**src/idli_ex_cfg.svh**
```systemverilog
`ifndef IDLI_EX_CFG_SVH
`define IDLI_EX_CFG_SVH

// Width of a full data word and of each register.
`define IDLI_DATA_W 16

// Width of one slice. Four slices make up a word, so an instruction takes
// four cycles to pass through the stage.
`define IDLI_SLICE_W 4

// Number of general purpose registers. Register 0 always reads as zero.
`define IDLI_NUM_REGS 8

// Width of the conditional execution mask. Bit 0 gives the predicate value
// required for the next instruction to run.
`define IDLI_COND_W 8

`endif

```
**src/idli_ex_pkg.sv**
```systemverilog
`include "idli_ex_cfg.svh"

// Types shared by the execute stage.
package idli_ex_pkg;

  // Data word, slice and slice index.
  typedef logic [`IDLI_DATA_W-1:0]  data_t;
  typedef logic [`IDLI_SLICE_W-1:0] slice_t;
  typedef logic [1:0]               slice_idx_t;

  // Register index and conditional execution mask.
  typedef logic [$clog2(`IDLI_NUM_REGS)-1:0] reg_t;
  typedef logic [`IDLI_COND_W-1:0]           cond_t;

  // Decoded instruction opcodes.
  typedef enum logic [3:0] {
    OP_ADD, OP_SUB, OP_AND, OP_OR, OP_XOR, OP_LDI,
    OP_CMP_EQ, OP_CMP_LT, OP_CMP_LTU, OP_COND
  } op_t;

  // Operations the slice ALU knows about.
  typedef enum logic [2:0] {
    ALU_ADD, ALU_SUB, ALU_AND, ALU_OR, ALU_XOR, ALU_PASS_IMM
  } alu_op_t;

  // Instruction as it arrives at the stage.
  typedef struct packed {
    op_t   op;
    reg_t  dst;
    reg_t  lhs;
    reg_t  rhs;
    data_t imm;
  } instr_t;

  // Per-slice control for the ALU. The first bit marks slice 0.
  typedef struct packed {
    alu_op_t    op;
    slice_idx_t idx;
    logic       first;
  } alu_ctl_t;

  // Whole-word flags, produced by the ALU on the last slice.
  typedef struct packed {
    logic z;
    logic n;
    logic c;
    logic v;
  } flags_t;

endpackage

```
**src/idli_ex_alu.sv**
```systemverilog
`timescale 1ns/10ps
`include "idli_ex_cfg.svh"

// Slice ALU. Carry and the zero accumulator are kept between slices so that
// four passes give a full 16-bit result and flags for the whole word.
module idli_ex_alu (
  // Clock.
  input  var logic                  i_ex_gck,

  // Operation and slice position.
  input  var idli_ex_pkg::alu_ctl_t i_ex_ctl,

  // Operand slices and the immediate slice.
  input  var idli_ex_pkg::slice_t   i_ex_lhs,
  input  var idli_ex_pkg::slice_t   i_ex_rhs,
  input  var idli_ex_pkg::slice_t   i_ex_imm,

  // Result slice and whole-word flags.
  output var idli_ex_pkg::slice_t   o_ex_out,
  output var idli_ex_pkg::flags_t   o_ex_flags
);

  // Carry and zero state from the previous slice.
  logic                    carry_q;
  logic                    zero_q;

  // Adder inputs and outputs.
  logic                    cin;
  idli_ex_pkg::slice_t     rhs_eff;
  logic [`IDLI_SLICE_W:0]  sum;
  logic                    cout;

  // Whether every result slice so far, this one included, was zero.
  logic                    zero_all;

  // Subtraction is addition of the inverted operand plus one. The plus one
  // enters through the carry on slice 0 only.
  always_comb begin
    rhs_eff = i_ex_ctl.op == idli_ex_pkg::ALU_SUB ? ~i_ex_rhs : i_ex_rhs;
    cin     = i_ex_ctl.first ? i_ex_ctl.op == idli_ex_pkg::ALU_SUB : carry_q;
    sum     = {1'b0, i_ex_lhs} + {1'b0, rhs_eff} + {{`IDLI_SLICE_W{1'b0}}, cin};
  end

  // Select the result. Logic ops and immediates do not carry.
  always_comb begin
    cout = 1'b0;
    case (i_ex_ctl.op)
      idli_ex_pkg::ALU_ADD,
      idli_ex_pkg::ALU_SUB: begin
        o_ex_out = sum[`IDLI_SLICE_W-1:0];
        cout     = sum[`IDLI_SLICE_W];
      end
      idli_ex_pkg::ALU_AND: o_ex_out = i_ex_lhs & i_ex_rhs;
      idli_ex_pkg::ALU_OR:  o_ex_out = i_ex_lhs | i_ex_rhs;
      idli_ex_pkg::ALU_XOR: o_ex_out = i_ex_lhs ^ i_ex_rhs;
      default:              o_ex_out = i_ex_imm;
    endcase
  end

  // The zero history starts fresh on slice 0.
  always_comb zero_all = (i_ex_ctl.first || zero_q) && o_ex_out == '0;

  // Accumulators move on every slice edge.
  always_ff @(posedge i_ex_gck) begin
    carry_q <= cout;
    zero_q  <= zero_all;
  end

  // Flags describe the whole word and are only produced on slice 3, where
  // the top bit of the word is in the current slice.
  always_comb begin
    o_ex_flags = '0;
    if (&i_ex_ctl.idx) begin
      o_ex_flags.z = zero_all;
      o_ex_flags.n = o_ex_out[`IDLI_SLICE_W-1];
      o_ex_flags.c = cout;
      o_ex_flags.v = (i_ex_lhs[`IDLI_SLICE_W-1] == rhs_eff[`IDLI_SLICE_W-1])
                  && (o_ex_out[`IDLI_SLICE_W-1] != i_ex_lhs[`IDLI_SLICE_W-1]);
    end
  end

endmodule

```
**src/idli_ex_ctrl.sv**
```systemverilog
`timescale 1ns/10ps
`include "idli_ex_cfg.svh"

// Sequencing and processor state for the execute stage.
module idli_ex_ctrl (
  // Clock and reset.
  input  var logic                    i_ex_gck,
  input  var logic                    i_ex_rst_n,

  // Incoming decoded instruction.
  input  var idli_ex_pkg::instr_t     i_ex_instr,
  input  var logic                    i_ex_instr_vld,

  // Operand slices from the register file and results from the ALU.
  input  var idli_ex_pkg::slice_t     i_ex_lhs_slice,
  input  var idli_ex_pkg::slice_t     i_ex_rhs_slice,
  input  var idli_ex_pkg::slice_t     i_ex_alu_out,
  input  var idli_ex_pkg::flags_t     i_ex_alu_flags,

  // Stage status and register file read control.
  output var logic                    o_ex_busy,
  output var idli_ex_pkg::reg_t       o_ex_lhs_reg,
  output var idli_ex_pkg::reg_t       o_ex_rhs_reg,
  output var idli_ex_pkg::slice_idx_t o_ex_idx,

  // ALU control and operands.
  output var idli_ex_pkg::alu_ctl_t   o_ex_alu_ctl,
  output var idli_ex_pkg::slice_t     o_ex_alu_lhs,
  output var idli_ex_pkg::slice_t     o_ex_alu_rhs,
  output var idli_ex_pkg::slice_t     o_ex_alu_imm,

  // Register file write port.
  output var logic                    o_ex_wr_en,
  output var idli_ex_pkg::reg_t       o_ex_wr_reg,
  output var idli_ex_pkg::slice_t     o_ex_wr_slice,

  // Current predicate.
  output var logic                    o_ex_pred
);

  // Sequencing state. The counter names the slice being worked on.
  logic                    busy_q;
  idli_ex_pkg::slice_idx_t idx_q;
  logic                    last;

  // Instruction held for the four cycles it is in the stage.
  idli_ex_pkg::instr_t     instr_q;

  // Predicate and conditional execution mask.
  logic                    pred_q;
  logic                    pred_d;
  idli_ex_pkg::cond_t      cond_q;

  // Decoded properties of the held instruction.
  logic                    skip;
  logic                    is_cmp;
  logic                    is_wr;
  idli_ex_pkg::alu_op_t    alu_op;

  // The final slice is the last busy cycle of an instruction.
  always_comb last = busy_q && &idx_q;

  // Busy rises on accept and falls at the edge that ends slice 3. The
  // counter restarts at zero for every new instruction.
  always_ff @(posedge i_ex_gck, negedge i_ex_rst_n) begin
    if (!i_ex_rst_n) begin
      busy_q <= 1'b0;
      idx_q  <= '0;
    end
    else if (!busy_q) begin
      busy_q <= i_ex_instr_vld;
      idx_q  <= '0;
    end
    else begin
      busy_q <= !last;
      idx_q  <= idx_q + 2'd1;
    end
  end

  // Capture the instruction when it is accepted.
  always_ff @(posedge i_ex_gck) begin
    if (i_ex_instr_vld && !busy_q) begin
      instr_q <= i_ex_instr;
    end
  end

  // The mask only applies when something above bit 0 is set. In that case
  // the instruction runs only if the predicate matches bit 0.
  always_comb skip = |cond_q[`IDLI_COND_W-1:1] && (cond_q[0] != pred_q);

  // Classify the held instruction.
  always_comb begin
    is_cmp = instr_q.op inside {idli_ex_pkg::OP_CMP_EQ, idli_ex_pkg::OP_CMP_LT,
                                idli_ex_pkg::OP_CMP_LTU};
    is_wr  = instr_q.op inside {idli_ex_pkg::OP_ADD, idli_ex_pkg::OP_SUB,
                                idli_ex_pkg::OP_AND, idli_ex_pkg::OP_OR,
                                idli_ex_pkg::OP_XOR, idli_ex_pkg::OP_LDI};
  end

  // Comparisons are subtractions whose result is only used for flags.
  always_comb begin
    case (instr_q.op)
      idli_ex_pkg::OP_ADD: alu_op = idli_ex_pkg::ALU_ADD;
      idli_ex_pkg::OP_AND: alu_op = idli_ex_pkg::ALU_AND;
      idli_ex_pkg::OP_OR:  alu_op = idli_ex_pkg::ALU_OR;
      idli_ex_pkg::OP_XOR: alu_op = idli_ex_pkg::ALU_XOR;
      idli_ex_pkg::OP_SUB,
      idli_ex_pkg::OP_CMP_EQ,
      idli_ex_pkg::OP_CMP_LT,
      idli_ex_pkg::OP_CMP_LTU: alu_op = idli_ex_pkg::ALU_SUB;
      default: alu_op = idli_ex_pkg::ALU_PASS_IMM;
    endcase
  end

  // New predicate value from the whole-word flags of the comparison.
  always_comb begin
    case (instr_q.op)
      idli_ex_pkg::OP_CMP_EQ: pred_d = i_ex_alu_flags.z;
      idli_ex_pkg::OP_CMP_LT: pred_d = i_ex_alu_flags.n ^ i_ex_alu_flags.v;
      default:                pred_d = !i_ex_alu_flags.c;
    endcase
  end

  // Predicate and mask both change at the end of an instruction. A COND
  // that runs loads a fresh mask, anything else consumes one bit of it.
  always_ff @(posedge i_ex_gck, negedge i_ex_rst_n) begin
    if (!i_ex_rst_n) begin
      pred_q <= 1'b0;
      cond_q <= '0;
    end
    else if (last) begin
      if (is_cmp && !skip) begin
        pred_q <= pred_d;
      end
      if (instr_q.op == idli_ex_pkg::OP_COND && !skip) begin
        cond_q <= instr_q.imm[`IDLI_COND_W-1:0];
      end
      else begin
        cond_q <= {1'b0, cond_q[`IDLI_COND_W-1:1]};
      end
    end
  end

  // Register reads follow the held instruction and the slice counter.
  always_comb begin
    o_ex_busy    = busy_q;
    o_ex_lhs_reg = instr_q.lhs;
    o_ex_rhs_reg = instr_q.rhs;
    o_ex_idx     = idx_q;
  end

  // ALU control, operands and the immediate nibble for this slice.
  always_comb begin
    o_ex_alu_ctl.op    = alu_op;
    o_ex_alu_ctl.idx   = idx_q;
    o_ex_alu_ctl.first = idx_q == '0;
    o_ex_alu_lhs       = i_ex_lhs_slice;
    o_ex_alu_rhs       = i_ex_rhs_slice;
    o_ex_alu_imm       = instr_q.imm[`IDLI_SLICE_W*idx_q +: `IDLI_SLICE_W];
  end

  // Writes happen on every busy cycle of a data instruction that runs.
  // Register 0 is never written.
  always_comb begin
    o_ex_wr_en    = busy_q && is_wr && !skip && instr_q.dst != '0;
    o_ex_wr_reg   = instr_q.dst;
    o_ex_wr_slice = i_ex_alu_out;
    o_ex_pred     = pred_q;
  end

endmodule

```
**src/idli_ex_rf.sv**
```systemverilog
`timescale 1ns/10ps
`include "idli_ex_cfg.svh"

// Register file accessed one slice at a time.
module idli_ex_rf (
  // Clock.
  input  var logic                    i_ex_gck,

  // Slice of every register being accessed this cycle.
  input  var idli_ex_pkg::slice_idx_t i_ex_idx,

  // Read ports.
  input  var idli_ex_pkg::reg_t       i_ex_lhs_reg,
  input  var idli_ex_pkg::reg_t       i_ex_rhs_reg,
  output var idli_ex_pkg::slice_t     o_ex_lhs_slice,
  output var idli_ex_pkg::slice_t     o_ex_rhs_slice,

  // Write port.
  input  var logic                    i_ex_wr_en,
  input  var idli_ex_pkg::reg_t       i_ex_wr_reg,
  input  var idli_ex_pkg::slice_t     i_ex_wr_slice
);

  // Register storage, one full word per register.
  idli_ex_pkg::data_t regs_q [`IDLI_NUM_REGS];

  // Bit offset of the current slice inside a word.
  logic [$clog2(`IDLI_DATA_W)-1:0] base;

  always_comb base = {i_ex_idx, 2'b00};

  // Reads are combinational. Register 0 is the zero register and reads as
  // zero whatever its storage holds.
  always_comb begin
    if (i_ex_lhs_reg == '0) begin
      o_ex_lhs_slice = '0;
    end
    else begin
      o_ex_lhs_slice = regs_q[i_ex_lhs_reg][base +: `IDLI_SLICE_W];
    end

    if (i_ex_rhs_reg == '0) begin
      o_ex_rhs_slice = '0;
    end
    else begin
      o_ex_rhs_slice = regs_q[i_ex_rhs_reg][base +: `IDLI_SLICE_W];
    end
  end

  // Only the addressed slice of the destination changes on a write.
  always_ff @(posedge i_ex_gck) begin
    if (i_ex_wr_en) begin
      regs_q[i_ex_wr_reg][base +: `IDLI_SLICE_W] <= i_ex_wr_slice;
    end
  end

endmodule

```
**src/idli_ex_top.sv**
```systemverilog
`timescale 1ns/10ps

// Nibble-serial execute stage. Each instruction takes four cycles.
module idli_ex_top (
  // Clock and reset.
  input  var logic                i_ex_gck,
  input  var logic                i_ex_rst_n,

  // Instruction input.
  input  var idli_ex_pkg::instr_t i_ex_instr,
  input  var logic                i_ex_instr_vld,
  output var logic                o_ex_busy,

  // Copy of the register file write port.
  output var logic                o_ex_wr_en,
  output var idli_ex_pkg::reg_t   o_ex_wr_reg,
  output var idli_ex_pkg::slice_t o_ex_wr_slice,

  // Predicate.
  output var logic                o_ex_pred
);

  // Register file read control and data.
  idli_ex_pkg::reg_t       lhs_reg;
  idli_ex_pkg::reg_t       rhs_reg;
  idli_ex_pkg::slice_idx_t idx;
  idli_ex_pkg::slice_t     lhs_slice;
  idli_ex_pkg::slice_t     rhs_slice;

  // ALU control, operands and results.
  idli_ex_pkg::alu_ctl_t   alu_ctl;
  idli_ex_pkg::slice_t     alu_lhs;
  idli_ex_pkg::slice_t     alu_rhs;
  idli_ex_pkg::slice_t     alu_imm;
  idli_ex_pkg::slice_t     alu_out;
  idli_ex_pkg::flags_t     alu_flags;

  // Sequencing, predicate and mask.
  idli_ex_ctrl ctrl_u (
    .i_ex_gck, .i_ex_rst_n, .i_ex_instr, .i_ex_instr_vld,
    .i_ex_lhs_slice (lhs_slice),
    .i_ex_rhs_slice (rhs_slice),
    .i_ex_alu_out   (alu_out),
    .i_ex_alu_flags (alu_flags),
    .o_ex_busy,
    .o_ex_lhs_reg   (lhs_reg),
    .o_ex_rhs_reg   (rhs_reg),
    .o_ex_idx       (idx),
    .o_ex_alu_ctl   (alu_ctl),
    .o_ex_alu_lhs   (alu_lhs),
    .o_ex_alu_rhs   (alu_rhs),
    .o_ex_alu_imm   (alu_imm),
    .o_ex_wr_en, .o_ex_wr_reg, .o_ex_wr_slice, .o_ex_pred
  );

  // Register file. Its write port is the one seen at the top level.
  idli_ex_rf rf_u (
    .i_ex_gck,
    .i_ex_idx       (idx),
    .i_ex_lhs_reg   (lhs_reg),
    .i_ex_rhs_reg   (rhs_reg),
    .o_ex_lhs_slice (lhs_slice),
    .o_ex_rhs_slice (rhs_slice),
    .i_ex_wr_en     (o_ex_wr_en),
    .i_ex_wr_reg    (o_ex_wr_reg),
    .i_ex_wr_slice  (o_ex_wr_slice)
  );

  // Slice ALU.
  idli_ex_alu alu_u (
    .i_ex_gck,
    .i_ex_ctl   (alu_ctl),
    .i_ex_lhs   (alu_lhs),
    .i_ex_rhs   (alu_rhs),
    .i_ex_imm   (alu_imm),
    .o_ex_out   (alu_out),
    .o_ex_flags (alu_flags)
  );

endmodule

```
**config.mk**
```make
export PLATFORM = sky130hd
export DESIGN_NAME = idli_ex_top
export DESIGN_NICKNAME = d
export VERILOG_FILES = /design/src/idli_ex_pkg.sv /design/src/idli_ex_alu.sv /design/src/idli_ex_ctrl.sv /design/src/idli_ex_rf.sv /design/src/idli_ex_top.sv
export VERILOG_INCLUDE_DIRS = /design/src /design/src/src
export SDC_FILE = /design/constraint.sdc
export NUM_CORES = 1
export LEC_CHECK = 0
export ABC_AREA = 0
export BUFFER_PORTS_ARGS = -buffer_cell sky130_fd_sc_hd__buf_2
export CORE_ASPECT_RATIO = 0.7
export CORE_MARGIN = 4
export CORE_UTILIZATION = 35
export DETAILED_ROUTE_END_ITERATION = 16
export GPL_TIMING_DRIVEN = 0
export SLEW_MARGIN = 0
export SYNTH_ARGS = -nofsm -noshare
export SYNTH_HDL_FRONTEND = slang
export SYNTH_SLANG_ARGS = --single-unit
```
**constraint.sdc**
```tcl
create_clock -name i_ex_gck -period 11.7 [get_ports i_ex_gck]
set_input_delay 2.34 -clock i_ex_gck [delete_from_list [all_inputs] [get_ports i_ex_gck]]
set_output_delay 2.34 -clock i_ex_gck [all_outputs]
set_load 0.05 [all_outputs]
```
-- Word level (Yosys, flattened, before mapping)
Memories as Yosys holds them, arrays and structs flattened. A register that Yosys moved wholly into a read port is not among the register bits.
Cells that the tools add are included.
- $add $sub $neg: 4
- $mul: 0
- div/mod/pow operators: 0
- $lt $le $gt $ge: 0
- equal/unequal tests: 16
- shift-type cells: 5
- mux-type cells: 16
- bitwise operators: 5
- reduce and logical (&&, ||, !) cells: 28
- operators with widths (kind ; count):
    indexed part select 16 x 5 -> 4 bit ; 3
    two-way mux 4 bit ; 5
    == test 4 x 3 -> 1 bit, second input constant ; 4
    two-way mux 16 bit ; 1
    case mux 4 bit (4 select lines) ; 1
    variable shift 4 x 6 -> 16 bit, first input constant ; 1
    indexed part select 4 x 6 -> 16 bit ; 1
    logical AND 1 bit ; 10
    zero test 3 bit ; 3
    == test 4 x 2 -> 1 bit, second input constant ; 2
    == test 4 bit, second input constant ; 2
    zero test 4 bit ; 2
    two-way mux 8 bit ; 1
    OR reduction 7 bit ; 1
    == test 3 x 2 -> 1 bit, second input constant ; 2
    two-way mux 3 bit ; 2
    negator 4 -> 6 bit ; 1
    nonzero test 3 bit ; 2
    nonzero test 6 bit ; 1
    adder 4 x 4 -> 5 bit ; 1
    adder 5 x 1 -> 5 bit ; 1
    AND 4 bit ; 1
    == test 4 x 1 -> 1 bit, second input constant ; 1
    zero test 1 bit ; 4
    other kinds (16) ; 21
- bits in registers: 43
- latch bits: 0
- memory bits (writable): 128
- bits in read-only memories: 48
- input port bits: 32
- output and inout port bits: 10
- memories kept: 2
- memory list (memory ; depth ; width ; read ports ; clocked after memory_dff ; write ports ; RTL line ; source):
    rf_u.regs_q ; 8 ; 16 ; 2 ; 2 ; 1 ; idli_ex_rf.sv:25 ; idli_ex_pkg::data_t regs_q [`IDLI_NUM_REGS];
    (no name shown) ; 16 ; 3 ; 1 ; 1 ; 0 ; idli_ex_ctrl.sv:102 ; case (instr_q.op)

-- Depth between registers and ports, before layout
- depth in word-level cells: 12
- mapped depth: 14
- gate-level depth less buffers: 12

-- Modules after synthesis
A second synthesis with hierarchy kept.
- cell total of the unflattened synthesis: 611
- area, all modules: 9101.2 um^2
- modules (own cells, without submodules) (module ; instances ; cells each ; area each (um^2) ; sequential area each (um^2)):
    idli_ex_rf ; 1 ; 381 ; 6453.7 ; 3843.7
    idli_ex_ctrl ; 1 ; 142 ; 1973.1 ; 1231.2
    idli_ex_alu ; 1 ; 88 ; 674.4 ; 40.0

-- Worst setup path before layout
No wires, ideal clock.
- path kind: flip-flop to output port
- start point: register with a tool-made name
- end point: output port o_ex_wr_slice[3]
- data arrival time: 3334 ps
- required time: 9360 ps
- setup slack: 6026 ps
- cell stages (with the launch flop): 13
- path buffers: 2
- cells stage by stage: dfxtp_1 buf_6 buf_12 mux4_1 mux4_2 nand2_1 a21oi_2 ha_1 and3b_1 or3_1 and3_1 nor2_1 inv_1
- RTL lines (what ; RTL line ; source):
    end, declared ; idli_ex_top.sv:17 ; output var idli_ex_pkg::slice_t o_ex_wr_slice,

==> metrics.yaml <==
global_routing:
  grt_util_all_layers_pct: 17.5
  grt_max_degree: 39
  grt_overflow: 0
  grt_pass1_wl_um: 35400
  first_global_vias: 5517
  grt_antenna_before_repair: 1
logic_synthesis:
  async_flop_share_pct: 6.67
  synth_seq_cells: 180
  ys_types: 56
  synth_top_cells_by_area: "edfxtp_1, mux4_2, mux4_1, dfrtp_1, mux2i_1"
  syn_inst: 569
  synth_common_cells: "edfxtp_1, nor2_1, mux4_2"
  synth_top_area_share_pct: 52.9
  synth_warnings: 0
  yosysSeqAreaShare_pct: 58.8
  synth_most_common_cell: "edfxtp_1"
  synthesis.area_um2: 8910
  synth-edff-count: 157
  yosysTopAreaCell: "edfxtp_1"
  ys.flop_type: "edfxtp_1"
  syn_avg_cell_area_um2: 15.7
status:
  status: "finished, final reports clean"
layout:
  syn_to_final_growth_pct: 14.4
  largestRegisters: "rf_u.regs_q: 128 flops, ctrl_u.instr_q: 20 flops, ctrl_u.cond_q: 8 flops"
  antenna_cells: 0
  regMostFlops: "rf_u.regs_q"
  drive_gt1_share_pct: 24.5
  final-instance-count-excl-fill: 982
  fin_nets: 694
  largest_register_ffs: 128
placement:
  dp_hpwl_um: 18300
  gp_congestion: 0.871
  place_inst: 950
  io_buffers: 41
setup_path:
  endpoint_kind: "output pin"
  rr_worst_depth: 11
  critPathMaxFanout: 10
  critPathKind: "register to output pin"
  startpoint_type: "register"
  max_stage_delay_ns: 0.66
  crit_family: "simple AND/OR/NAND/NOR gates"
  r2r_slack_ns: 6.70
  crit_slowest_cell: "buf_1"
  r2r-end: "rf_u.regs_q[6][7]"
  worstPathArrival_ns: 5.11
  path_cells: "buf_1 > mux4_2 > mux4_1 > nand2_1 > a21oi_2 > ha_1 > and3b_1 > or3_1 > and3_1 > nor2_1 > inv_1 > buf_2"
  cp.required_ns: 9.36
  cp.buffers_inverters: 3
pwr:
  vdd_drop_max_v: 0.000252
  switching_share_pct: 39.9
  pwr-share-seq_pct: 33.3
  p_int_mw: 1.61
  p_clk_share_pct: 22.3
  switchingPower_mw: 1.07
  p_leak_nw: 3.72
  p_per_area_nw_per_um2: 262
  pwr-share-comb_pct: 44.4
detailed_routing:
  ant_nets: 0
  vias_per_cell: 5.70
  drtIter0Drc: 804
  wl_per_cell_um: 24.5
  totalWireLength_um: 24100
  vias: 5595
  dr.pass1.iters: 7
  drc_errors: 0
timing:
  fmax_mhz: 134
  setup_viol: 0
  fin_crit_sh_pct: 63.7
  fin_skew_ns: 0.0160
  maxSlewViolCount: 0
  worstMarginPinSlew_ns: 1.01
  post-route-min-period_ns: 7.45
  fin_setup_tns_ns: 0
  hold_viol_final: 0
  slew_headroom_pct: 32.5
  rsz0062_at_grt: "no"
floorplanning:
  start_util_pct: 35.8
  die_w_um: 199
  io_pins: 42
  die_h_um: 141
  num_rows: 48
  die_area_um2: 28100
  core_area_um2: 24900
clock_tree:
  hold_buffers: 0
  cts_num_sinks: 180
  clock-root-buffer: "clkbuf_16"
  cts_resized: 0
  cts_buffers: 17
  cts-htree-levels: 4
  clock_latency_ns: 0.44
  tritoncts: "done"
  clock_path_buffers: 2
  cts.clk_slew.worst_paths_ns: 0.07
  postCtsSetupBuffers: 0
min_path:
  hold_class: "register to register"
  min_path_cells: 2
  hp-start: "ctrl_u.o_ex_lhs_reg[2]"
flow_run:
  cap_violations: 0
==> cell type report <==
cell class / count / area (µm²)
Clock inverter: 11 / 143
Fill cell: 2265 / 14700
Inverter: 24 / 90.1
Clock buffer: 21 / 472
Sequential cell: 180 / 5240
Timing Repair Buffer: 41 / 205
Tap cell: 325 / 407
Buffer: 29 / 229
Multi-Input combinational cell: 351 / 3410
==> how the worst max path moves through the flow <==
stage,slack [ns],cells past startpoint,start,to
after floorplan,6.03,12,register,o_ex_wr_slice[3]
after detailed placement,4.77,12,register,o_ex_wr_slice[3]
after CTS,4.29,12,register,o_ex_wr_slice[3]
after global routing,4.09,12,register,o_ex_wr_slice[3]
final,4.25,12,register,o_ex_wr_slice[3]
after global placement,4.78,12,register,o_ex_wr_slice[3]
==> per-stage QoR <==
step / hold WS, ns / util (%) / instance area [µm²] / setup slack (ns) / total power [mW]
5_1_grt: 0.492 / 41.0 / 10200 / 4.09 / 2.81
4_1_cts: 0.471 / 41.0 / 10200 / 4.29 / 2.67
6_report: 0.478 / 41.0 / 10200 / 4.25 / 2.67
3_5_place_dp: 0.459 / 38.5 / 9580 / 4.77 / 2.08
2_1_floorplan: 0.432 / - / 8960 / 6.03 / 1.70
3_3_place_gp: 0.457 / 38.5 / 9580 / 4.78 / 2.05
==> cell usage in the layout (no fill, tap or decap), drive strengths merged, types with 13 or more instances in the layout <==
master  count
o21ai      13
ha         16
edfxtp    157
nor2       60
inv        28
mux2i      24
clkbuf     34
buf        57
nand2      45
conb       16
mux4       73
==> tightest hold or removal path: stages, from the launching register on <==
cell	delay, ns
edfxtp_1	0.34
nand2_1	0.06
nand2_1	0.05
==> metal layers <==
| layer | vias up | global-route usage [%] | share of wire (%) |
|---|---|---|---|
| li1 | 2388 | - | - |
| met1 | 2851 | 26.9 | 46 |
| met2 | 310 | 23.1 | 40 |
| met3 | 44 | 6.74 | 12 |
| met4 | 2 | 4.17 | 1.6 |
| met5 | - | 0 | 0.054 |
==> kinds of logic after synthesis <==
kind of cell	synth area share, %
xor gates and xnor gates	0.688
buffers and inverters	3.57
and+or+nand+nor	8.16
DFF	58.8
adders and majority gates	2.70
AOI/OAI and AO/OA	4.27
other	0.0421
muxes	21.8
==> power groups by stage <==
stage / Clock (mW) / Sequential (mW) / Combinational [mW]
final: 0.596 / 0.890 / 1.19
after global routing: 0.631 / 0.899 / 1.28
after CTS: 0.600 / 0.890 / 1.18
after detailed placement: 0 / 0.904 / 1.17
after global placement: 0 / 0.900 / 1.15
after floorplan: 0 / 0.887 / 0.813
No activity file was read; power rests on OpenSTA's default activity.
